### config.mk
export PLATFORM = sky130hd
export DESIGN_NAME = periph_regs
export DESIGN_NICKNAME = d
export VERILOG_FILES = /design/src/bus_pkg.sv /design/src/periph_regs.sv
export VERILOG_INCLUDE_DIRS = /design/src
export SDC_FILE = /design/constraint.sdc
export NUM_CORES = 1
export LEC_CHECK = 0
export BUFFER_PORTS_ARGS = -buffer_cell sky130_fd_sc_hd__buf_4
export CAP_MARGIN = 10
export CORE_ASPECT_RATIO = 0.7
export CORE_UTILIZATION = 43
export CTS_BUF_LIST = sky130_fd_sc_hd__clkbuf_4
export CTS_CLUSTER_DIAMETER = 120
export CTS_CLUSTER_SIZE = 8
export DETAILED_ROUTE_END_ITERATION = 7
export GPL_TIMING_DRIVEN = 1
export HOLD_SLACK_MARGIN = 0.02
export PLACE_DENSITY_LB_ADDON = 0.08
export REMOVE_ABC_BUFFERS = 1
export SLEW_MARGIN = 0
export SYNTH_ARGS = -nofsm -noshare
export SYNTH_HDL_FRONTEND = slang
export SYNTH_SLANG_ARGS = --single-unit
### constraint.sdc
create_clock -name clk -period 1.5 [get_ports clk]
set_input_delay 0.075 -clock clk [delete_from_list [all_inputs] [get_ports clk]]
set_output_delay 0.075 -clock clk [all_outputs]
set_load 0.005 [all_outputs]
### src/soc_params.svh
/* SoC memory fabric parameters
   Widths, address map nibbles and peripheral register offsets */
`ifndef SOC_PARAMS_SVH
`define SOC_PARAMS_SVH

// Bus widths
`define SOC_DW 32
`define SOC_AW 32

// Word-address width per RAM, 1K words = 4 KiB
`define SOC_RAM_AW 10

// Region nibbles in addr[31:28]
`define SOC_REGION_CODE 4'h0
`define SOC_REGION_DATA 4'h2
`define SOC_REGION_PERIPH 4'hF

// Peripheral register offsets, addr[3:0]
`define SOC_PERIPH_ID_OFS 4'h0
`define SOC_GPIO_OUT_OFS 4'h4
`define SOC_GPIO_IN_OFS 4'h8
`define SOC_SCRATCH_OFS 4'hC

// Read-only ID value
`define SOC_PERIPH_ID 32'h5256_0001

`endif
### src/bus_pkg.sv
/* CPU bus types
   Address, data and lane vectors plus fetch and load/store requests */
`include "soc_params.svh"

package bus_pkg;

   // Byte address as seen by the core
   typedef logic [`SOC_AW-1:0] addr_t;

   // One bus word
   typedef logic [`SOC_DW-1:0] data_t;

   // One bit per byte lane
   typedef logic [`SOC_DW/8-1:0] bytesel_t;

   // Word index into one RAM
   typedef logic [`SOC_RAM_AW-1:0] ram_addr_t;

   // Instruction fetch port
   typedef struct packed {
      logic  req;
      addr_t addr;
   } code_req_t;

   // Load/store port
   // Nonzero bytesel is a write, zero is a read
   typedef struct packed {
      logic     req;
      addr_t    addr;
      data_t    wdata;
      bytesel_t bytesel;
   } data_req_t;

endpackage

### src/periph_regs.sv
/* Peripheral registers
   ID, GPIO out, GPIO in and scratch with byte-lane writes */
`timescale 1ns/1ps
`include "soc_params.svh"

module periph_regs
   import bus_pkg::*;
(
   input  logic       clk,
   input  logic       rst_n,
   input  bytesel_t   wr_en,
   input  logic       rd_en,
   input  logic [3:0] offset,
   input  data_t      wdata,
   input  data_t      gpio_in,
   output data_t      rdata,
   output data_t      gpio_out
);

   localparam int LANES = $bits(bytesel_t);

   data_t scratch;
   logic  sel_gpio_out;
   logic  sel_scratch;

   // Only two writable offsets
   assign sel_gpio_out = (offset == `SOC_GPIO_OUT_OFS);
   assign sel_scratch  = (offset == `SOC_SCRATCH_OFS);

   // Writable registers
   always_ff @(posedge clk or negedge rst_n) begin
      if (!rst_n) begin
         gpio_out <= '0;
         scratch  <= '0;
      end else begin
         for (int i = 0; i < LANES; i++) begin
            if (wr_en[i] && sel_gpio_out) begin
               gpio_out[8*i +: 8] <= wdata[8*i +: 8];
            end
            if (wr_en[i] && sel_scratch) begin
               scratch[8*i +: 8] <= wdata[8*i +: 8];
            end
         end
      end
   end

   // Read register, lines up with the fabric's read ack
   // gpio_in sampled here at the accepting edge
   always_ff @(posedge clk) begin
      if (rd_en) begin
         case (offset)
            `SOC_PERIPH_ID_OFS: rdata <= `SOC_PERIPH_ID;
            `SOC_GPIO_OUT_OFS:  rdata <= gpio_out;
            `SOC_GPIO_IN_OFS:   rdata <= gpio_in;
            `SOC_SCRATCH_OFS:   rdata <= scratch;
            // Holes in the block read as zero
            default:            rdata <= '0;
         endcase
      end
   end

endmodule

# Word-level counts from Yosys, hierarchy flattened
# Cells that the tools add are included.
# Widths: inputs -> output; s select.
dict set report classes {
  eq_ne 3
  muxes 1
  reduce_logical 9
}
# cell count
set ops {}
lappend ops {{$pmux 32 s4} 1}
lappend ops {{$eq 4x4->1 const B} 2}
lappend ops {{$logic_and 1x1->1} 8}
lappend ops {{$eq 4x3->1 const B} 1}
lappend ops {{$logic_not 4->1} 1}
dict set report word_totals {
  register_bits 96
  input_bits 75
  output_inout_bits 64
  wordCells 22
}

# Logic depth before layout (Yosys ltp)
# Gate-level depths: netlist (run 1).
dict set report logic_depth {
  word_depth 2
  depth_mapped 6
  ltp_nobuf 3
}

# Worst setup path before layout (run 1)
# OpenSTA, ideal clock, no wires.
dict set report synth_timing {
  path_type {input to register}
  start {input port offset[3]}
  end {register rdata[21], data pin}
  setup_time_ns 0.266
  arrival_time_ns 0.947
  t_required_ns 1.234
  slack_ns 0.287
  cell_stages 5
  n_path_buf 2
  cell_sequence {buf_6 buf_2 mux2_2 a22oi_1 nor2_1}
}
dict set report synth_via {
  elab_chain_cells 2
  word_cells_on_any_way 5
  classes_between {eq/ne (3); mux (1); reduce/logical (1)}
}
# element line_no
set synth_rtl {}
lappend synth_rtl {{start, declared} periph_regs.sv:13} ;# input logic [3:0] offset,
lappend synth_rtl {{$eq 4x4->1 (tied with other cells)} periph_regs.sv:51} ;# case (offset)
lappend synth_rtl {{$pmux 32 s4 (*)} periph_regs.sv:51}
lappend synth_rtl {{end signal, assigned} periph_regs.sv:52} ;# `SOC_PERIPH_ID_OFS: rdata <= `SOC_PERIPH_ID;
lappend synth_rtl {{end signal, assigned} periph_regs.sv:53} ;# `SOC_GPIO_OUT_OFS: rdata <= gpio_out;
lappend synth_rtl {{end signal, assigned} periph_regs.sv:54} ;# `SOC_GPIO_IN_OFS: rdata <= gpio_in;
lappend synth_rtl {{end, declared} periph_regs.sv:16} ;# output data_t rdata,
# Every way passes the cells marked *; elsewhere a longest branch is shown, timed or not.
# A chain may end at the register's enable or synchronous reset.

# Final worst setup path (run 1)
dict set report layout_timing {
  start {register gpio_out[19]}
  end {register rdata[19], data pin}
}
dict set report layout_via {
  elab_chain_cells 1
}
# element line_no
set layout_rtl {}
lappend layout_rtl {{start, declared} periph_regs.sv:17} ;# output data_t gpio_out
lappend layout_rtl {{start signal, assigned by index} periph_regs.sv:38} ;# gpio_out[8*i +: 8] <= wdata[8*i +: 8];
lappend layout_rtl {{$pmux 32 s4} periph_regs.sv:51}
# Every way passes these cells.

==> flow_metrics.env, run 1 <==
export IMPL_grt_start_max_net_pins=36
export IMPL_hold_class="in -> reg"
export IMPL_worstSetupPathType="reg -> reg"
export IMPL_dr_pass1_iters=4
export IMPL_port_buffer_count=138
export IMPL_finalInstanceArea_mm2=0.00609
export IMPL_final_net_count=563
export IMPL_vias=3117
export IMPL_die_area_mm2=0.0101
export IMPL_die_w_um=120
export IMPL_power_static_leakage_nw=2.73
export IMPL_dpl_instance_area_mm2=0.00534
export IMPL_die_y_um=84.4
export IMPL_clk_pin_slew_ns=0.14
export IMPL_pin_count=139
export IMPL_place_gp_congestion=0.742
export IMPL_worstPathRequired_ns=1.70
export IMPL_drive_above_1_share_pct=52.3
export IMPL_htree_levels=3
export IMPL_diodes=0
export IMPL_yosysUniqueCellTypes=19
export IMPL_cp_max_fo=3
export IMPL_grt_pass1_wl_mm=16.6
export IMPL_ys_ff_latch=96
export IMPL_clk_latency_ns=0.44
export IMPL_synth_common_cells="mux2_2 (87), dfrtp_1 (64), edfxtp_1 (32)"
export IMPL_grt_use_total_pct=21.9
export IMPL_area_delta_synth_final_pct=46.0
export IMPL_drt_wl_total_mm=10.5
export IMPL_synth_top_area_share_pct=38.4
export IMPL_max_freq_mhz=863
export IMPL_first_iter_violations=96
export IMPL_cp_start_kind="flip-flop"
export IMPL_hpwlAfterDp_mm=6.91
export IMPL_status="completed"
export IMPL_finClkSkew_ns=0.0154
export IMPL_fin_crit_ns=1.16
export IMPL_synth_edf_count=32
export IMPL_routedWlPerCell_um=17.0
export IMPL_cts_resized_gates=0
export IMPL_initial_core_util_pct=45.2
export IMPL_rsz0062_at_grt="false"
export IMPL_r2r_start="gpio_out[19]"
export IMPL_vdd_drop_max_mv=0.674
export IMPL_slew_viol_final=0
export IMPL_pwr_density_cell_mw_per_mm2=1020
export IMPL_synth_cell_area_mm2=0.00417
export IMPL_grt_pass1_vias=3277
export IMPL_yosysTopAreaCell="dfrtp_1"
export IMPL_root_buffer="clkbuf_4"
export IMPL_cts_buffers=9
export IMPL_cts_buffer_depth=2
export IMPL_rows=29
export IMPL_cts_num_sinks=96
export IMPL_end_kind="flip-flop"
export IMPL_overflow=0
export IMPL_critical_path_arrival_ns=1.36
export IMPL_via_per_inst=5.05
export IMPL_finalCritPeriodShare_pct=77.3
export IMPL_grt_antenna_before_repair=0
export IMPL_cts_hold_buf=63
export IMPL_cts_tree="done"
export IMPL_crit_end="rdata[19]"
export IMPL_hold_violations=0
export IMPL_layout_setup_ws_ns=0.341
export IMPL_drcViolationCount=0
export IMPL_rr_endpoint="rdata[19]"
export IMPL_yosysWarnings=0
export IMPL_rrSetupSlack_ns=0.34
export IMPL_pre_cts_slack_ns=-0.0557
export IMPL_setup_viol=0
export IMPL_finalSetupTns_ns=0
export IMPL_final_core_util_pct=66.0
export IMPL_synthMostInstantiatedCell="mux2_2"
export IMPL_cap_violations=0
export IMPL_maxSlewHeadroom_pct=27.4
export IMPL_synthArstFlopShare_pct=66.7
export IMPL_postSynthAreaPerCell_um2=14.6
export IMPL_worst_slew_pin_slew_ns=1.08
export IMPL_cts_post_setup_buffers_inserted=0
export IMPL_syn_inst=285
export IMPL_synth_seq_area_share_pct=61.5
export IMPL_synth_area_leaders="dfrtp_1 (38%), mux2_2 (24%), edfxtp_1 (23%)"
export IMPL_ys_dominant_reg_cell="dfrtp_1"
export IMPL_critPathLaunch="gpio_out[19]"
export IMPL_ff2ff_path_depth=3
export IMPL_antenna_left=0
export IMPL_core_mm2=0.00922
==> cells in the final DEF, fill, tap and decap left out <==
master         Yosys  final
nor4b_4            1      1
edfxtp_1          32     32
a22oi_1           24     24
clkbuf_4           0     10
buf_4              1    143
mux2_2            87     87
mux2_1             1      1
and4bb_2           1      1
clkinv_1           0      1
nand2b_1           1      1
dfrtp_1           64     64
o21ai_0            8      8
nor2b_2            0      1
clkinvlp_4         0      3
clkinv_2           0      2
or2_2              1      1
nand2_2            8      8
a21oi_1            8      8
nor2_1            25     25
mux2i_1            8      8
dlygate4sd3_1      0     63
buf_12             0      1
==> registers in the layout, summed over array words and instances, names as in the netlist <==
| name | flops |
|---|---|
| scratch | 32 |
| gpio_out | 32 |
| rdata | 32 |
==> how the worst min path moves through the flow <==
stage | cells past startpoint | slack (ns) | to | startpoint
2_1_floorplan | 0 | -0.22 | gpio_out[0] | rst_n
3_3_place_gp | 1 | 0.03 | gpio_out[6] | rst_n
3_5_place_dp | 1 | 0.04 | gpio_out[6] | rst_n
4_1_cts | 3 | 0.03 | rdata[0] | gpio_in[0]
5_1_grt | 3 | 0.02 | rdata[0] | gpio_in[0]
6_report | 3 | 0.07 | rdata[22] | gpio_in[22]
==> critical path, stage by stage (launching register included) <==
cell and delay, ns:
dfrtp_1 0.43, mux2_2 0.29, a22oi_1 0.15, nor2_1 0.06
==> final cells by class <==
class | instances | area (µm²)
clock buffer | 10 | 75.1
clock inverter | 6 | 36.3
fill | 720 | 3130
multi-input combinational | 174 | 1530
sequential | 96 | 2560
tap | 124 | 155
timing repair buffer | 207 | 1720
==> layer usage <==
layer,track usage [%],routed length [µm]
met1,28.2,4750
met2,35.9,5020
met3,5.98,553
met4,7.16,186
met5,0,0
==> report_power, final <==
group	internal [mW]	switching, mW
clock	0.348	0.836
sequential	3.17	0.278
combinational	1.03	0.545
total	4.55	1.66
==> cell families after synthesis <==
group	after synthesis	synth area share, %
mux	96	25.7
compound gates	40	6.24
buf+inv	15	1.80
flops	96	61.5
simple gates	38	4.77
==> per-stage QoR <==
step	power [mW]	std cells	hold slack, ns
after CTS	6.28	617	0.0297
final	6.21	617	0.0655
after detailed placement	4.95	538	0.0386
after global routing	6.56	617	0.0203
after floorplan	4.12	270	-0.221
after global placement	4.89	538	0.0310
No activity file was read; power rests on OpenSTA's default activity.
==> run 2: changes to the inputs <==
==> constraint.sdc (replaced) <==
create_clock -name clk -period 1.1 [get_ports clk]
set_input_delay 0.055 -clock clk [delete_from_list [all_inputs] [get_ports clk]]
set_output_delay 0.055 -clock clk [all_outputs]
set_load 0.005 [all_outputs]
==> run 2 against run 1 <==
Against the previous run:
- sequential cell count stayed put
- non-clock buffer count grew 36
- global-route usage rose by 1.7 points
- cell count rose by 5.8%
- sequential power is 36% higher
- clock skew down 0.0059 ns
- via count is 7.1% higher
- first-iteration DRC count grew 60%
- the run now ends with setup timing left
- critical path depth decreased by 1
==> flow_metrics.env, run 2 (synthesized netlist as in run 1, its figures left out) <==
export IMPL_clk_latency_ns=0.44
export IMPL_routedWlPerCell_um=17.5
export IMPL_pwr_share_comb_pct=32.5
export IMPL_vias=3339
export IMPL_rrSetupSlack_ns=-0.05
export IMPL_rr_endpoint="rdata[3]"
export IMPL_fillerInstances=637
export IMPL_pwr_density_cell_mw_per_mm2=1430
export IMPL_cts_tree="done"
export IMPL_critical_path_arrival_ns=1.10
export IMPL_die_y_um=84.4
export IMPL_place_gp_congestion=0.764
export IMPL_first_iter_violations=154
export IMPL_layout_common_cells="buf_4 (117), mux2_2 (73), dfrtp_1 (64), dlygate4sd3_1 (64), buf_6 (60)"
export IMPL_power_static_leakage_nw=3.06
export IMPL_grt_start_max_net_pins=65
export IMPL_setup_viol=43
export IMPL_layout_setup_ws_ns=-0.0525
export IMPL_overflow=0
export IMPL_end_kind="output pin"
export IMPL_fin_cells=653
export IMPL_drcViolationCount=0
export IMPL_cp_start_kind="flip-flop"
export IMPL_grt_use_total_pct=23.6
export IMPL_antenna_left=0
export IMPL_layout_commonest_cell="buf_4"
export IMPL_worst_slew_pin_slew_ns=0.944
export IMPL_cts_buffers=9
export IMPL_min_from="gpio_in[22]"
export IMPL_intPower_mw=7.19
export IMPL_status="finished with violations"
export IMPL_via_per_inst=5.11
export IMPL_critPathSlowestCell="dfrtp_1"
export IMPL_cap_violations=0
export IMPL_drive_above_1_share_pct=59.7
export IMPL_cp_buffers_inverters=2
export IMPL_slew_viol_final=0
export IMPL_crit_chain="buf_6, buf_6"
export IMPL_worstSetupPathType="reg -> out"
export IMPL_die_area_mm2=0.0101
export IMPL_grt_antenna_before_repair=0
export IMPL_pre_cts_slack_ns=-0.564
export IMPL_cts_buffer_depth=2
export IMPL_ff2ff_path_depth=3
export IMPL_grt_pass1_vias=3473
export IMPL_hold_violations=0
export IMPL_violations="setup timing"
export IMPL_r2r_start="gpio_out[3]"
export IMPL_rsz0062_at_grt="true"
export IMPL_cts_num_sinks=96
export IMPL_root_buffer="clkbuf_4"
export IMPL_initial_core_util_pct=45.2
export IMPL_dp_cells=568
export IMPL_grt_pass1_wl_mm=18.0
export IMPL_maxSlewHeadroom_pct=36.9
export IMPL_dr_pass1_iters=4
export IMPL_finalCritPeriodShare_pct=105
export IMPL_rows=29
export IMPL_core_mm2=0.00922
export IMPL_cp_max_fo=2
export IMPL_hpwlAfterDp_mm=7.13
export IMPL_clk_pin_slew_ns=0.14
export IMPL_max_freq_mhz=868
export IMPL_vdd_drop_max_mv=0.953
export IMPL_pin_count=139
export IMPL_largestRegisters="gpio_out x32, rdata x32, scratch x32"
export IMPL_port_buffer_count=138
export IMPL_p_seq_share_pct=48.5
export IMPL_drt_wl_total_mm=11.4
export IMPL_dpl_instance_area_mm2=0.00558
export IMPL_crit_top_cell="buf_6"
export IMPL_hold_depth=3
export IMPL_worstHoldEndpoint="rdata[22]"
export IMPL_swShare_pct=25.8
export IMPL_htree_levels=3
export IMPL_final_net_count=599
export IMPL_p_clk_share_pct=19.0
export IMPL_p_sw_mw=2.49
export IMPL_diodes=0
export IMPL_hold_class="in -> reg"
export IMPL_die_w_um=120
export IMPL_fin_crit_ns=1.15
export IMPL_finalSetupTns_ns=-1.20
export IMPL_area_delta_synth_final_pct=63.0
export IMPL_worstPathRequired_ns=1.04
export IMPL_finClkSkew_ns=0.00943
export IMPL_slowest_delay_ns=0.42
export IMPL_finalInstanceArea_mm2=0.00679
export IMPL_power_mw=9.68
export IMPL_critPathTopFamily="flip-flops"
-- run 2: per-stage QoR --
stage	util, %	hold slack (ns)
2_1_floorplan	-	-0.241
3_3_place_gp	60.6	0.0774
3_5_place_dp	60.6	0.0813
4_1_cts	72.0	0.0422
5_1_grt	73.7	0.0637
6_report	73.7	0.0665
-- run 2: worst register-to-register path: cells and delay by family (launching register included) --
family          cells  cell delay, ns
compound gates      1            0.13
flops               1            0.42
mux                 1            0.28
simple gates        1            0.06
-- run 2: repair_timing --
item	in CTS	in global routing
hold buffers	64	0
resized for setup	64	35
endpoints found under the hold margin	159	0
endpoints found under the setup margin	53	65
pin swaps	0	0
buffers inserted	4	1
-- run 2: worst max-delay path by stage --
stage | startpoint | endpoint | slack, ns | depth (start not counted)
detailed placement | offset[2] | rdata[3] | -0.56 | 4
global placement | offset[2] | rdata[11] | -0.41 | 4
global route | gpio_out[31] | gpio_out[31] | -0.12 | 2
CTS | gpio_out[31] | gpio_out[31] | -0.08 | 2
finish | gpio_out[31] | gpio_out[31] | -0.05 | 2
floorplan | offset[3] | rdata[10] | -0.24 | 3
-- run 2: area by class of cell --
type	instances	area (µm²)	share of cell area [%]
clock buffers	11	82.6	1.22
repair buffers	243	2230	32.9
flip-flops and latches	96	2560	37.7
multi-input cells	174	1710	25.2
clock inverters	5	47.5	0.700
well taps	124	155	2.28
-- run 2: layer usage --
metal	GRT usage, %	up-vias	routed length [µm]
li1	-	1536	-
met1	29.8	1690	4890
met2	40.8	99	5870
met3	4.96	14	488
met4	7.50	0	187
met5	0	-	0
-- run 2: power by group through the flow --
stage	sequential, mW	clock [mW]	combinational [mW]
2_1_floorplan	4.71	0	0.909
3_3_place_gp	4.67	0	2.32
3_5_place_dp	4.70	0	2.37
4_1_cts	4.67	1.90	2.97
5_1_grt	4.77	2.03	3.35
6_report	4.70	1.84	3.14
