<file path="src/soc_params.svh">
/* SoC memory fabric parameters
   Widths, address map nibbles and peripheral register offsets */
`ifndef SOC_PARAMS_SVH
`define SOC_PARAMS_SVH

// Bus widths
`define SOC_DW 32
`define SOC_AW 32

// Word-address width per RAM, 1K words = 4 KiB
`define SOC_RAM_AW 10

// Region nibbles in addr[31:28]
`define SOC_REGION_CODE 4'h0
`define SOC_REGION_DATA 4'h2
`define SOC_REGION_PERIPH 4'hF

// Peripheral register offsets, addr[3:0]
`define SOC_PERIPH_ID_OFS 4'h0
`define SOC_GPIO_OUT_OFS 4'h4
`define SOC_GPIO_IN_OFS 4'h8
`define SOC_SCRATCH_OFS 4'hC

// Read-only ID value
`define SOC_PERIPH_ID 32'h5256_0001

`endif
</file>
<file path="src/map_pkg.sv">
/* Address map types
   Region of an access and the decoded access descriptor */
package map_pkg;

   // Regions of the 4-bit address nibble
   typedef enum logic [1:0] {
      REGION_CODE,
      REGION_DATA,
      REGION_PERIPH,
      REGION_NONE
   } region_e;

   // One decoded access
   // valid follows the port's req
   typedef struct packed {
      region_e region;
      logic    valid;
   } access_t;

endpackage

</file>
<file path="src/bus_pkg.sv">
/* CPU bus types
   Address, data and lane vectors plus fetch and load/store requests */
`include "soc_params.svh"

package bus_pkg;

   // Byte address as seen by the core
   typedef logic [`SOC_AW-1:0] addr_t;

   // One bus word
   typedef logic [`SOC_DW-1:0] data_t;

   // One bit per byte lane
   typedef logic [`SOC_DW/8-1:0] bytesel_t;

   // Word index into one RAM
   typedef logic [`SOC_RAM_AW-1:0] ram_addr_t;

   // Instruction fetch port
   typedef struct packed {
      logic  req;
      addr_t addr;
   } code_req_t;

   // Load/store port
   // Nonzero bytesel is a write, zero is a read
   typedef struct packed {
      logic     req;
      addr_t    addr;
      data_t    wdata;
      bytesel_t bytesel;
   } data_req_t;

endpackage

</file>
<file path="src/mem_fabric.sv">
/* Memory fabric
   Code RAM arbitration, ack timing and registered read return select */
`timescale 1ns/1ps
`include "soc_params.svh"

module mem_fabric
   import bus_pkg::*;
   import map_pkg::*;
(
   input  logic       clk,
   input  logic       rst_n,
   input  code_req_t  code_req,
   input  data_req_t  data_req,
   input  access_t    fetch_acc,
   input  access_t    data_acc,
   output logic       code_ack,
   output data_t      code_rdata,
   output logic       data_ack,
   output data_t      data_rdata,
   output logic       fetch_fault,
   output logic       decode_error,
   output bytesel_t   code_ram_we,
   output ram_addr_t  code_ram_addr,
   output data_t      code_ram_din,
   input  data_t      code_ram_dout,
   output bytesel_t   data_ram_we,
   output ram_addr_t  data_ram_addr,
   output data_t      data_ram_din,
   input  data_t      data_ram_dout,
   output bytesel_t   periph_wr_en,
   output logic       periph_rd_en,
   output logic [3:0] periph_offset,
   output data_t      periph_wdata,
   input  data_t      periph_rdata
);

   logic    data_wr, data_rd_accept, data_on_code;
   logic    fetch_accept;
   logic    fetch_pend, data_pend;
   region_e fetch_region_r, data_region_r;

   // Writes ack at once and reads wait out their own ack
   assign data_wr        = data_acc.valid && (|data_req.bytesel);
   assign data_rd_accept = data_acc.valid && !(|data_req.bytesel) && !data_pend;

   // Load/store owns the code RAM only when it really uses it
   assign data_on_code = (data_acc.region == REGION_CODE) && (data_wr || data_rd_accept);

   // Faulting fetches never need the RAM
   assign fetch_accept = fetch_acc.valid && !fetch_pend &&
                         !(fetch_acc.region == REGION_CODE && data_on_code);

   // Code RAM port with load/store priority
   assign code_ram_addr = data_on_code ? data_req.addr[`SOC_RAM_AW+1:2]
                                       : code_req.addr[`SOC_RAM_AW+1:2];
   assign code_ram_we   = (data_wr && data_acc.region == REGION_CODE) ? data_req.bytesel : '0;
   assign code_ram_din  = data_req.wdata;

   // Data RAM
   assign data_ram_addr = data_req.addr[`SOC_RAM_AW+1:2];
   assign data_ram_we   = (data_wr && data_acc.region == REGION_DATA) ? data_req.bytesel : '0;
   assign data_ram_din  = data_req.wdata;

   // Peripheral strobes
   assign periph_wr_en  = (data_wr && data_acc.region == REGION_PERIPH) ? data_req.bytesel : '0;
   assign periph_rd_en  = data_rd_accept && (data_acc.region == REGION_PERIPH);
   assign periph_offset = data_req.addr[3:0];
   assign periph_wdata  = data_req.wdata;

   // Pending reads and the region they were issued to
   always_ff @(posedge clk or negedge rst_n) begin
      if (!rst_n) begin
         fetch_pend     <= 1'b0;
         data_pend      <= 1'b0;
         fetch_region_r <= REGION_NONE;
         data_region_r  <= REGION_NONE;
      end else begin
         fetch_pend <= fetch_accept;
         data_pend  <= data_rd_accept;
         if (fetch_accept) begin
            fetch_region_r <= fetch_acc.region;
         end
         if (data_rd_accept) begin
            data_region_r <= data_acc.region;
         end
      end
   end

   // Fetch return
   assign code_ack    = fetch_pend;
   assign code_rdata  = (fetch_region_r == REGION_CODE) ? code_ram_dout : '0;
   assign fetch_fault = fetch_pend && (fetch_region_r != REGION_CODE);

   // Load/store return selected by the region that was read
   always_comb begin
      case (data_region_r)
         REGION_CODE:   data_rdata = code_ram_dout;
         REGION_DATA:   data_rdata = data_ram_dout;
         REGION_PERIPH: data_rdata = periph_rdata;
         default:       data_rdata = '0;
      endcase
   end

   assign data_ack     = data_pend || data_wr;
   assign decode_error = (data_pend && data_region_r == REGION_NONE) ||
                         (data_wr && data_acc.region == REGION_NONE);

   // Stalled fetch is retried with the same address
   a_fetch_hold: assert property (@(posedge clk) disable iff (!rst_n)
      (code_req.req && !code_ack && !fetch_accept) |=>
         (code_req.req && $stable(code_req.addr)));

   // Requester holds a read until its ack so no write can overlap it
   a_no_wr_in_rd_ack: assert property (@(posedge clk) disable iff (!rst_n)
      data_pend |-> !data_wr);

endmodule

</file>
<file path="config.mk">
export PLATFORM = sky130hd
export DESIGN_NAME = mem_fabric
export DESIGN_NICKNAME = d
export VERILOG_FILES = /design/src/map_pkg.sv /design/src/bus_pkg.sv /design/src/mem_fabric.sv
export VERILOG_INCLUDE_DIRS = /design/src
export SDC_FILE = /design/constraint.sdc
export NUM_CORES = 1
export LEC_CHECK = 0
export BUFFER_PORTS_ARGS = -buffer_cell sky130_fd_sc_hd__buf_4
export CELL_PAD_IN_SITES_DETAIL_PLACEMENT = 1
export CELL_PAD_IN_SITES_GLOBAL_PLACEMENT = 1
export CORE_AREA = 2 2 158 160
export DETAILED_ROUTE_END_ITERATION = 8
export DIE_AREA = 0 0 160 162
export PLACE_DENSITY = 0.62
export SLEW_MARGIN = 30
export SYNTH_ARGS = -nofsm -noshare
export SYNTH_HDL_FRONTEND = slang
export SYNTH_SLANG_ARGS = --single-unit
</file>
<file path="constraint.sdc">
create_clock -name clk -period 2 [get_ports clk]
set_input_delay 0.2 -clock clk [delete_from_list [all_inputs] [get_ports clk]]
set_output_delay 0.2 -clock clk [all_outputs]
set_load 0.005 [all_outputs]
</file>
After elaboration in Yosys (flattened, before gate mapping)
Cells that the tools add are included.
{"block": "op_classes", "n_div": 0, "shifts": 0, "n_eq_ne": 6, "addsub": 0, "bitwise_logic": 0, "n_lt_le_gt_ge": 0, "multipliers": 0, "reduce_logical": 27, "mux": 6}
{"operator": "case mux 32 bit (3 select lines)", "n": 1}
{"operator": "two-way mux 32 bit", "n": 1}
{"operator": "logical AND 1 bit", "n": 14}
{"operator": "two-way mux 4 bit", "n": 3}
{"operator": "two-way mux 10 bit", "n": 1}
{"operator": "== test 2 bit, second input constant", "n": 4}
{"operator": "zero test 2 bit", "n": 4}
{"operator": "== test 2 x 1 -> 1 bit, second input constant", "n": 2}
{"operator": "zero test 1 bit", "n": 4}
{"operator": "OR reduction 4 bit", "n": 1}
{"operator": "logical OR 1 bit", "n": 3}
{"operator": "nonzero test 2 bit", "n": 1}
{"block": "totals", "output_inout_bits": 201, "romBits": 0, "wordCells": 43, "inputBits": 206, "latchBits": 0, "reg_bits": 6, "ram_bits": 0, "mem_count": 0}

Depth between registers and ports, before layout
Gate-level depths: netlist (run 1).
{"block": "logic_depth", "ltp_word": 9, "mapped_depth": 6, "mapped_depth_nobuf": 3}

Worst setup path after synthesis (run 1)
No wires, ideal clock.
{"block": "synth_timing", "path_type": "flip-flop to output port", "startpoint": "register data_pend", "endpoint": "output port code_ram_addr[2]", "setup_slack_ns": 0.371, "arrival_ns": 1.429, "path_stages_with_launch": 4, "cell_sequence": "dfrtp_1 a2111oi_2 buf_6 mux2_2"}
{"block": "synth_between", "elab_chain_cells": 5}
{"item": "start: declaration", "line_no": "mem_fabric.sv:39", "source": "logic fetch_pend, data_pend;"}
{"item": "start signal: assignment", "line_no": "mem_fabric.sv:79", "source": "data_pend <= data_rd_accept;"}
{"item": "zero test 1 bit", "line_no": "mem_fabric.sv:44", "source": "assign data_rd_accept = data_acc.valid && !(|data_req.bytesel) && !data_pend;"}
{"item": "logical AND 1 bit", "line_no": "mem_fabric.sv:44"}
{"item": "logical OR 1 bit", "line_no": "mem_fabric.sv:47", "source": "assign data_on_code = (data_acc.region == REGION_CODE) && (data_wr || data_rd_accept);"}
{"item": "logical AND 1 bit", "line_no": "mem_fabric.sv:47"}
{"item": "two-way mux 10 bit", "line_no": "mem_fabric.sv:54", "source": "assign code_ram_addr = data_on_code ? data_req.addr[`SOC_RAM_AW+1:2]"}
{"item": "end: declaration", "line_no": "mem_fabric.sv:23", "source": "output ram_addr_t code_ram_addr,"}
No other way between the ends.

Worst setup path after layout (run 1)
{"block": "layout_timing", "startpoint": "register data_region_r[0]", "endpoint": "output port data_rdata[1]"}
{"block": "layout_between", "elab_chain_cells": 2, "word_cells_on_any_way": 4}
{"item": "start: declaration", "line_no": "mem_fabric.sv:40", "source": "region_e fetch_region_r, data_region_r;"}
{"item": "start signal: assignment", "line_no": "mem_fabric.sv:84", "source": "data_region_r <= data_acc.region;"}
{"item": "== test 2 bit, or another cell as far along", "line_no": "mem_fabric.sv:96", "source": "case (data_region_r)"}
{"item": "case mux 32 bit (3 select lines) *", "line_no": "mem_fabric.sv:96"}
{"item": "end: declaration", "line_no": "mem_fabric.sv:19", "source": "output data_t data_rdata,"}
Every way passes the cells marked *; elsewhere a longest branch is shown, timed or not.

==> summary.txt, run 1 <==
DP HPWL: 8450 µm
P_leak: 1.79 nW
Root buf cell: clkbuf_16
Clk pin slew, worst setup/hold paths: 0.03 ns
Antenna violations before repair: 0
Most common cell in the netlist: buf_4
Routed Antenna Nets: 0
Final setup fails: 0
Peak supply drop: 0.208 mV
CP Max Fanout: 18
Post-layout util: 15.2%
Clock sinks: 6
Wire per inst: 13.3 µm
Routed WL: 10000 µm
RePlAce Congestion: 0.686
Total CTS buffers: 3
H-tree levels: 1
Final Slew Violations: 0
Hold path startpoint: fetch_acc[2]
Setup TNS: 0 ns
Chip Height: 162 µm
Worst slew pin tran: 0.537 ns
Synthesized area: 2230 µm²
Kind of critical path: register to output pin
Reg-to-Reg Start: data_pend
Final WS setup: 0.0901 ns
DRT iter0 DRCs: 41
Yosys cell types: 26
Peak per-stage delay on the critical path: 0.57 ns
Max-Cap Viols: 0
CTS tree: yes
Vias: 2416
Total GRT Usage: 7.07%
Drt drc: 0
Crit path launch type: register
Vias in the first global route: 2603
Reg-to-Reg End: code_ack
R2r setup slk: 0.65 ns
Antenna cells: 0
CP top delay family: flip-flops
Synth Instances: 313
Yosys reg bits: 6
Fin. Hold Viols: 0
Syn_area_per_cell: 7.13 µm²
Commonest cells in the netlist: 110 x buf_4, 37 x nand2_1, 32 x and2_1, 32 x mux2i_1, 32 x o21ai_0
CTS Buffer Depth: 2
Worst-path cell chain: buf_12, mux2i_1, o21ai_0, buf_4
Worst Hold Class: input port to register
Starting Density: 9.26%
Vias per cell: 3.21
Arrival @ worst endpoint: 1.71 ns
Period utilization: 95.5%
Area share of the largest cell type after synthesis: 37.0%
Area leader, netlist: buf_4
Status: finished clean
First-pass GRT wire length: 14500 µm
Die width: 160 µm
Worst path slowest cell: dfstp_2
CP Data Required Time: 1.80 ns
Total power: 1.85 mW
Worst slack, placed: 0.102 ns
Crit. End Element: output pin
RSZ-0062 raised after global routing: false
Ys flop type: dfstp_2
Yosys warning count: 0
Buffers plus inverters on the worst setup path: 2
Nets: 636
Peak Freq: 524 MHz
Floorplan Core Area: 24100 µm²
Layout area overhead: 64.6%
Seq/Total Area, Yosys: 6.95%
Largest net degree at the start of global routing: 27
Fin Clk Skew: 0.00279 ns
Cells on worst reg2reg path: 4
Postcts setup bufs: 0
Syn Nets: 519
Dpl cell area: 3580 µm²
Power per cell area: 504 nW/µm²
WHS Path Cells: 3
Row count: 57
Worst-Skew Late Latency: 0.22 ns
Hold Crit Endpoint: code_ack
Die area: 25900 µm²
EDFF count, synth: 0
Final min period: 1.91 ns
GR Overflow Total: 0
Layout cells sized above 1: 62.4%
I/O pin cnt: 407
Synth area leaders: buf_4 37%, mux2i_1 14%, and2_1 9.0%, o21ai_0 7.2%, nand2_1 6.2%
Slew margin rel.: 63.9%
IO Port Bufs: 230
Drt first pass iters: 2
Share of flip-flops with an asynchronous set or reset: 100%
Fin area: 3670 µm²
==> cells in the final DEF, fill, tap and decap left out, drive strengths merged, types with 2 or more instances in the layout <==
master	n
buf	238
nand2	37
mux2i	32
o21ai	32
and2	32
mux2	14
nor2	10
nor3	4
inv	4
dfstp	4
nand2b	3
clkbuf	3
a31o	2
dfrtp	2
nor2b	2
==> state kept, by name, summed over array words and instances (netlist names) <==
| name | count |
|---|---|
| data_region_r | 2 |
| fetch_region_r | 2 |
| code_ack | 1 |
| data_pend | 1 |
==> logic make-up after synthesis <==
group | share of synthesized area [%]
DFF | 6.95
and+or+nand+nor | 21.0
AOI/OAI and AO/OA | 9.30
buffers and inverters | 41.0
muxes | 21.7
==> worst max path at each step <==
stage / start / end / slack, ns / depth (start not counted)
3_5_place_dp: fetch_region_r[1] / code_rdata[27] / 0.10 / 4
6_report: data_region_r[0] / data_rdata[1] / 0.09 / 4
2_1_floorplan: data_pend / code_ram_addr[2] / 0.37 / 3
3_3_place_gp: fetch_region_r[1] / code_rdata[30] / 0.09 / 4
4_1_cts: data_pend / code_ram_addr[9] / 0.08 / 4
5_1_grt: data_region_r[1] / data_rdata[17] / 0.02 / 5
==> power by group <==
part,switching (mW),total [mW],internal [mW]
registers,0.0368,0.191,0.154
logic,0.577,1.34,0.768
clock network,0.0590,0.315,0.256
==> metrics by stage <==
stage / hold WS (ns) / cells
after CTS: 0.286 / 752
after detailed placement: 0.0181 / 748
after floorplan: -0.0956 / 313
final: 0.288 / 752
after global placement: 0.0166 / 748
after global routing: 0.305 / 752
==> routing by layer <==
metal / global-route usage [%] / part of all wire [%] / vias up
li1: - / - / 1143
met1: 6.63 / 32 / 1075
met2: 14.0 / 53 / 163
met3: 2.40 / 11 / 35
met4: 2.87 / 3.4 / 0
met5: 0 / 0 / -
==> worst register-to-register path, stage by stage, from the launching register on <==
cell and delay [ns]:
dfrtp_1 0.42, a2111oi_4 0.30, buf_4 0.26, buf_4 0.15, a31oi_1 0.09
==> timing repair <==
action	in CTS	in global routing
resized for setup	1	0
hold buffers	1	0
endpoints found under the hold margin	6	0
setup endpoints to repair	19	0
==> cell type report <==
type,instances,area (µm²)
multi-input combinational,176,1190
timing repair buffer,239,1830
clock buffer,3,75.1
sequential,6,155
inverter,4,15.0
tap,324,405
fill,2981,20400
(Power assumes the default switching activity.)
==> run 2, diff against run 1 <==
- REMOVE_ABC_BUFFERS: unset -> 1
==> summary.txt, run 2 (synthesized netlist as in run 1, its figures left out) <==
Floorplan Core Area: 24100 µm²
Fin Clk Skew: 0.00132 ns
Final WS setup: 0.0835 ns
Period utilization: 95.8%
CP Data Required Time: 1.80 ns
CP Max Fanout: 13
Total GRT Usage: 13.4%
Clock sinks: 6
Antenna violations before repair: 0
Crit path capture: code_ram_addr[9]
Met1 usage: 11.5%
Commonest non-fill, non-tap cell in the layout: buf_4
Layout area overhead: 65.9%
CTS tree: yes
Fin. Hold Viols: 0
Wire per inst: 24.7 µm
R2r setup slk: 0.76 ns
Vias in the first global route: 2743
DRT iter0 DRCs: 61
P_leak: 1.80 nW
M3 GR Usage: 11.1%
Layout cells sized above 1: 62.6%
Die width: 160 µm
Starting Density: 9.26%
Crit. End Element: output pin
Routed Antenna Nets: 0
Kind of critical path: register to output pin
I/O pin cnt: 407
Final setup fails: 0
First-pass GRT wire length: 23700 µm
Die area: 25900 µm²
Reg-to-Reg End: data_region_r[1]
Chip Height: 162 µm
Worst setup path start: data_pend
Reg-to-Reg Start: data_pend
IO Port Bufs: 230
Nets: 638
Worst slew pin tran: 0.580 ns
Row count: 57
Slew margin rel.: 61.0%
Worst-Skew Late Latency: 0.22 ns
Max-Cap Viols: 0
WHS: 0.275 ns
RSZ-0062 raised after global routing: false
Worst Hold Class: input port to register
Vias per cell: 3.50
Peak Freq: 522 MHz
Final min period: 1.92 ns
Cells on worst reg2reg path: 2
Most crowded layer after global routing: met2
Status: finished clean
Antenna cells: 0
Power per cell area: 512 nW/µm²
DP HPWL: 16400 µm
GR Overflow Total: 0
Crit path launch type: register
Post-layout util: 15.4%
Drt first pass iters: 4
Routed WL: 18600 µm
Arrival @ worst endpoint: 1.72 ns
Final Slew Violations: 0
Total CTS buffers: 3
Peak supply drop: 0.262 mV
Drt drc: 0
Root buf cell: clkbuf_16
RePlAce Congestion: 0.773
Met2 Use GR: 23.7%
Highest-count cells in the layout ignoring fill and taps: 235 x buf_4, 37 x nand2_1, 32 x mux2i_1, 32 x o21ai_0, 32 x and2_1
Vias: 2636
Largest net degree at the start of global routing: 35
Largest registers: data_region_r x2, fetch_region_r x2
Clk pin slew, worst setup/hold paths: 0.03 ns
Setup TNS: 0 ns
CTS Buffer Depth: 2
H-tree levels: 1
Worst slack, placed: -0.00112 ns
run 2: cell count changes in the layout (fill, tap and decap cells not counted), sizes merged:
| cell | change |
|---|---|
| nor2b | +1 |
| buf | +1 |
run 2: final cells by class:
cell class / instances / area [µm²]
Clock buffer: 3 / 75.1
Tap cell: 324 / 405
Sequential cell: 6 / 155
Fill cell: 2984 / 20400
Timing Repair Buffer: 240 / 1850
Multi-Input combinational cell: 177 / 1200
Inverter: 4 / 15.0
run 2: stage by stage:
step / total power [mW] / area [µm²] / std cells
final: 1.90 / 3700 / 754
after global routing: 2.04 / 3700 / 754
after CTS: 1.90 / 3660 / 750
after detailed placement: 1.55 / 3560 / 745
after global placement: 1.53 / 3560 / 745
after floorplan: 0.663 / 1330 / 186
run 2: how the worst min path moves through the flow:
stage               cells past startpoint    startpoint  endpoint
floorplan                               0         rst_n  code_ack
global placement                        1         rst_n  code_ack
detailed placement                      1         rst_n  code_ack
CTS                                     3  fetch_acc[2]  code_ack
global route                            3  fetch_acc[1]  code_ack
finish                                  3  fetch_acc[2]  code_ack
run 2: where the power goes:
group	internal [mW]	leakage, nW	switching (mW)
registers	0.154	0.0684	0.0316
clock network	0.256	0.0370	0.0583
logic	0.783	1.70	0.615
run 2: timing repair:
action / 4_1_cts / 5_1_grt
cloned: 1 / 0
hold buffers: 1 / 0
pin swaps: 0 / 0
hold endpoints to repair: 6 / 0
gates resized for setup: 1 / 0
endpoints found under the setup margin: 32 / 18
buffers inserted: 0 / 4
run 2: layer usage:
metal | up-vias | wire length (µm)
li1 | 1149 | -
met1 | 1173 | 5500
met2 | 296 | 9140
met3 | 16 | 3420
met4 | 2 | 457
met5 | - | 83
run 2: critical path, cell delays in order (launching register included):
cell       delay [ns]
dfrtp_1          0.43
a2111oi_4        0.37
buf_12           0.19
mux2_2           0.35
buf_4            0.15
==> run 3, diff against run 2 <==
- BUFFER_PORTS_ARGS: -buffer_cell sky130_fd_sc_hd__buf_4 -> -buffer_cell sky130_fd_sc_hd__buf_2
- SKIP_LAST_GASP: unset -> 1
==> summary.txt, run 3 (synthesized netlist as in run 1, its figures left out) <==
Status: finished clean
Dpl cell area: 2990 µm²
Row count: 57
Post-layout util: 13.0%
Final WS setup: 0.0854 ns
R2r setup slk: 0.77 ns
First-pass GRT wire length: 22900 µm
Arrival @ worst endpoint: 1.71 ns
Largest net degree at the start of global routing: 35
Worst slack, placed: -0.00255 ns
Vias: 2580
Layout area overhead: 40.9%
Commonest non-fill, non-tap cell in the layout: buf_2
Fin. Hold Viols: 0
Final Slew Violations: 0
Cells on worst reg2reg path: 2
Layout cells sized above 1: 62.6%
Worst slew pin tran: 0.553 ns
Period utilization: 95.7%
Vias in the first global route: 2698
Chip Height: 162 µm
Routed Antenna Nets: 0
Total CTS buffers: 3
Vias per cell: 3.40
Antenna violations before repair: 2
Hold Crit Endpoint: code_ack
Total GRT Usage: 13.0%
CP Data Required Time: 1.80 ns
Worst Hold Class: input port to register
Clk pin slew, worst setup/hold paths: 0.04 ns
CTS tree: yes
RePlAce Congestion: 0.767
DP HPWL: 16000 µm
Fin area: 3140 µm²
Hold path startpoint: fetch_acc[2]
Routed WL: 18000 µm
Crit path launch type: register
Peak supply drop: 0.196 mV
I/O pin cnt: 407
RSZ-0062 raised after global routing: false
Clock sinks: 6
Largest registers: data_region_r x2, fetch_region_r x2
GR Overflow Total: 0
Worst setup path start: data_pend
Slew margin rel.: 62.8%
Peak Freq: 522 MHz
Die width: 160 µm
Total power: 1.68 mW
# fillers: 3020
Fin Clk Skew: 0.00305 ns
Final min period: 1.91 ns
CP Max Fanout: 13
CTS Buffer Depth: 2
Power per cell area: 533 nW/µm²
Drt drc: 0
IO Port Bufs: 230
Kind of critical path: register to output pin
Crit. End Element: output pin
P_leak: 1.65 nW
Root buf cell: clkbuf_16
Drt first pass iters: 4
Reg-to-Reg Start: data_pend
DRT iter0 DRCs: 76
H-tree levels: 1
Starting Density: 9.26%
Die area: 25900 µm²
Highest-count cells in the layout ignoring fill and taps: 230 x buf_2, 37 x nand2_1, 32 x mux2i_1, 32 x o21ai_0, 32 x and2_1
Max-Cap Viols: 0
Final std cells w/o fill: 759
Placed cells: 745
Nets: 639
Worst-Skew Late Latency: 0.23 ns
Wire per inst: 23.8 µm
Floorplan Core Area: 24100 µm²
Reg-to-Reg End: data_region_r[1]
Final setup fails: 0
WHS Path Cells: 3
run 3: cell count changes in the layout (fill, tap and decap cells not counted):
cell / delta
buf_4: -229
buf_2: +230
diode_2: +4
run 3: final cells by class:
cell class | count | area (µm²) | share of cell area [%]
clock buffers | 3 | 75.1 | 2.39
inverters | 4 | 15.0 | 0.478
flip-flops and latches | 6 | 155 | 4.93
diodes | 4 | 10.0 | 0.318
well taps | 324 | 405 | 12.9
repair buffers | 241 | 1290 | 40.9
multi-input cells | 177 | 1200 | 38.1
run 3: per-layer routing:
layer  share of wire [%]  GRT usage, %  vias up
met1                  29          10.6     1124
met2                  49          23.0      284
met3                  19          11.0       13
met5                0.47          3.79        -
met4                 3.2          3.81        2
li1                    -             -     1157
run 3: worst max-delay path by stage:
stage	end	slack [ns]	cells past startpoint
final	code_ram_addr[9]	0.09	4
after global routing	code_ram_addr[9]	0.01	4
after CTS	data_rdata[2]	-0.004	4
after detailed placement	data_rdata[2]	-0.003	4
after global placement	data_rdata[31]	0.06	4
after floorplan	data_rdata[0]	-0.27	3
run 3: critical path, stage by stage (launching register included):
cell and delay, ns:
dfrtp_1 0.43, a2111oi_4 0.36, buf_12 0.19, mux2_2 0.36, buf_2 0.13
run 3: what timing repair did:
item | CTS | global route
gates resized for setup | 1 | 0
buffers inserted | 0 | 5
setup endpoints to repair | 32 | 13
endpoints found under the hold margin | 2 | 0
gates cloned | 1 | 0
hold buffers | 1 | 0
run 3: per-stage QoR:
| stage | TNS (ns) | hold slack, ns |
|---|---|---|
| 6_report | 0 | 0.262 |
| 5_1_grt | 0 | 0.271 |
| 4_1_cts | -0.00383 | 0.262 |
| 3_5_place_dp | -0.00255 | 0.0470 |
| 3_3_place_gp | 0 | 0.0452 |
| 2_1_floorplan | -8.53 | -0.0956 |
run 3: power breakdown:
part,switching [mW],internal (mW)
clock network,0.0655,0.257
registers,0.0308,0.154
logic,0.589,0.582
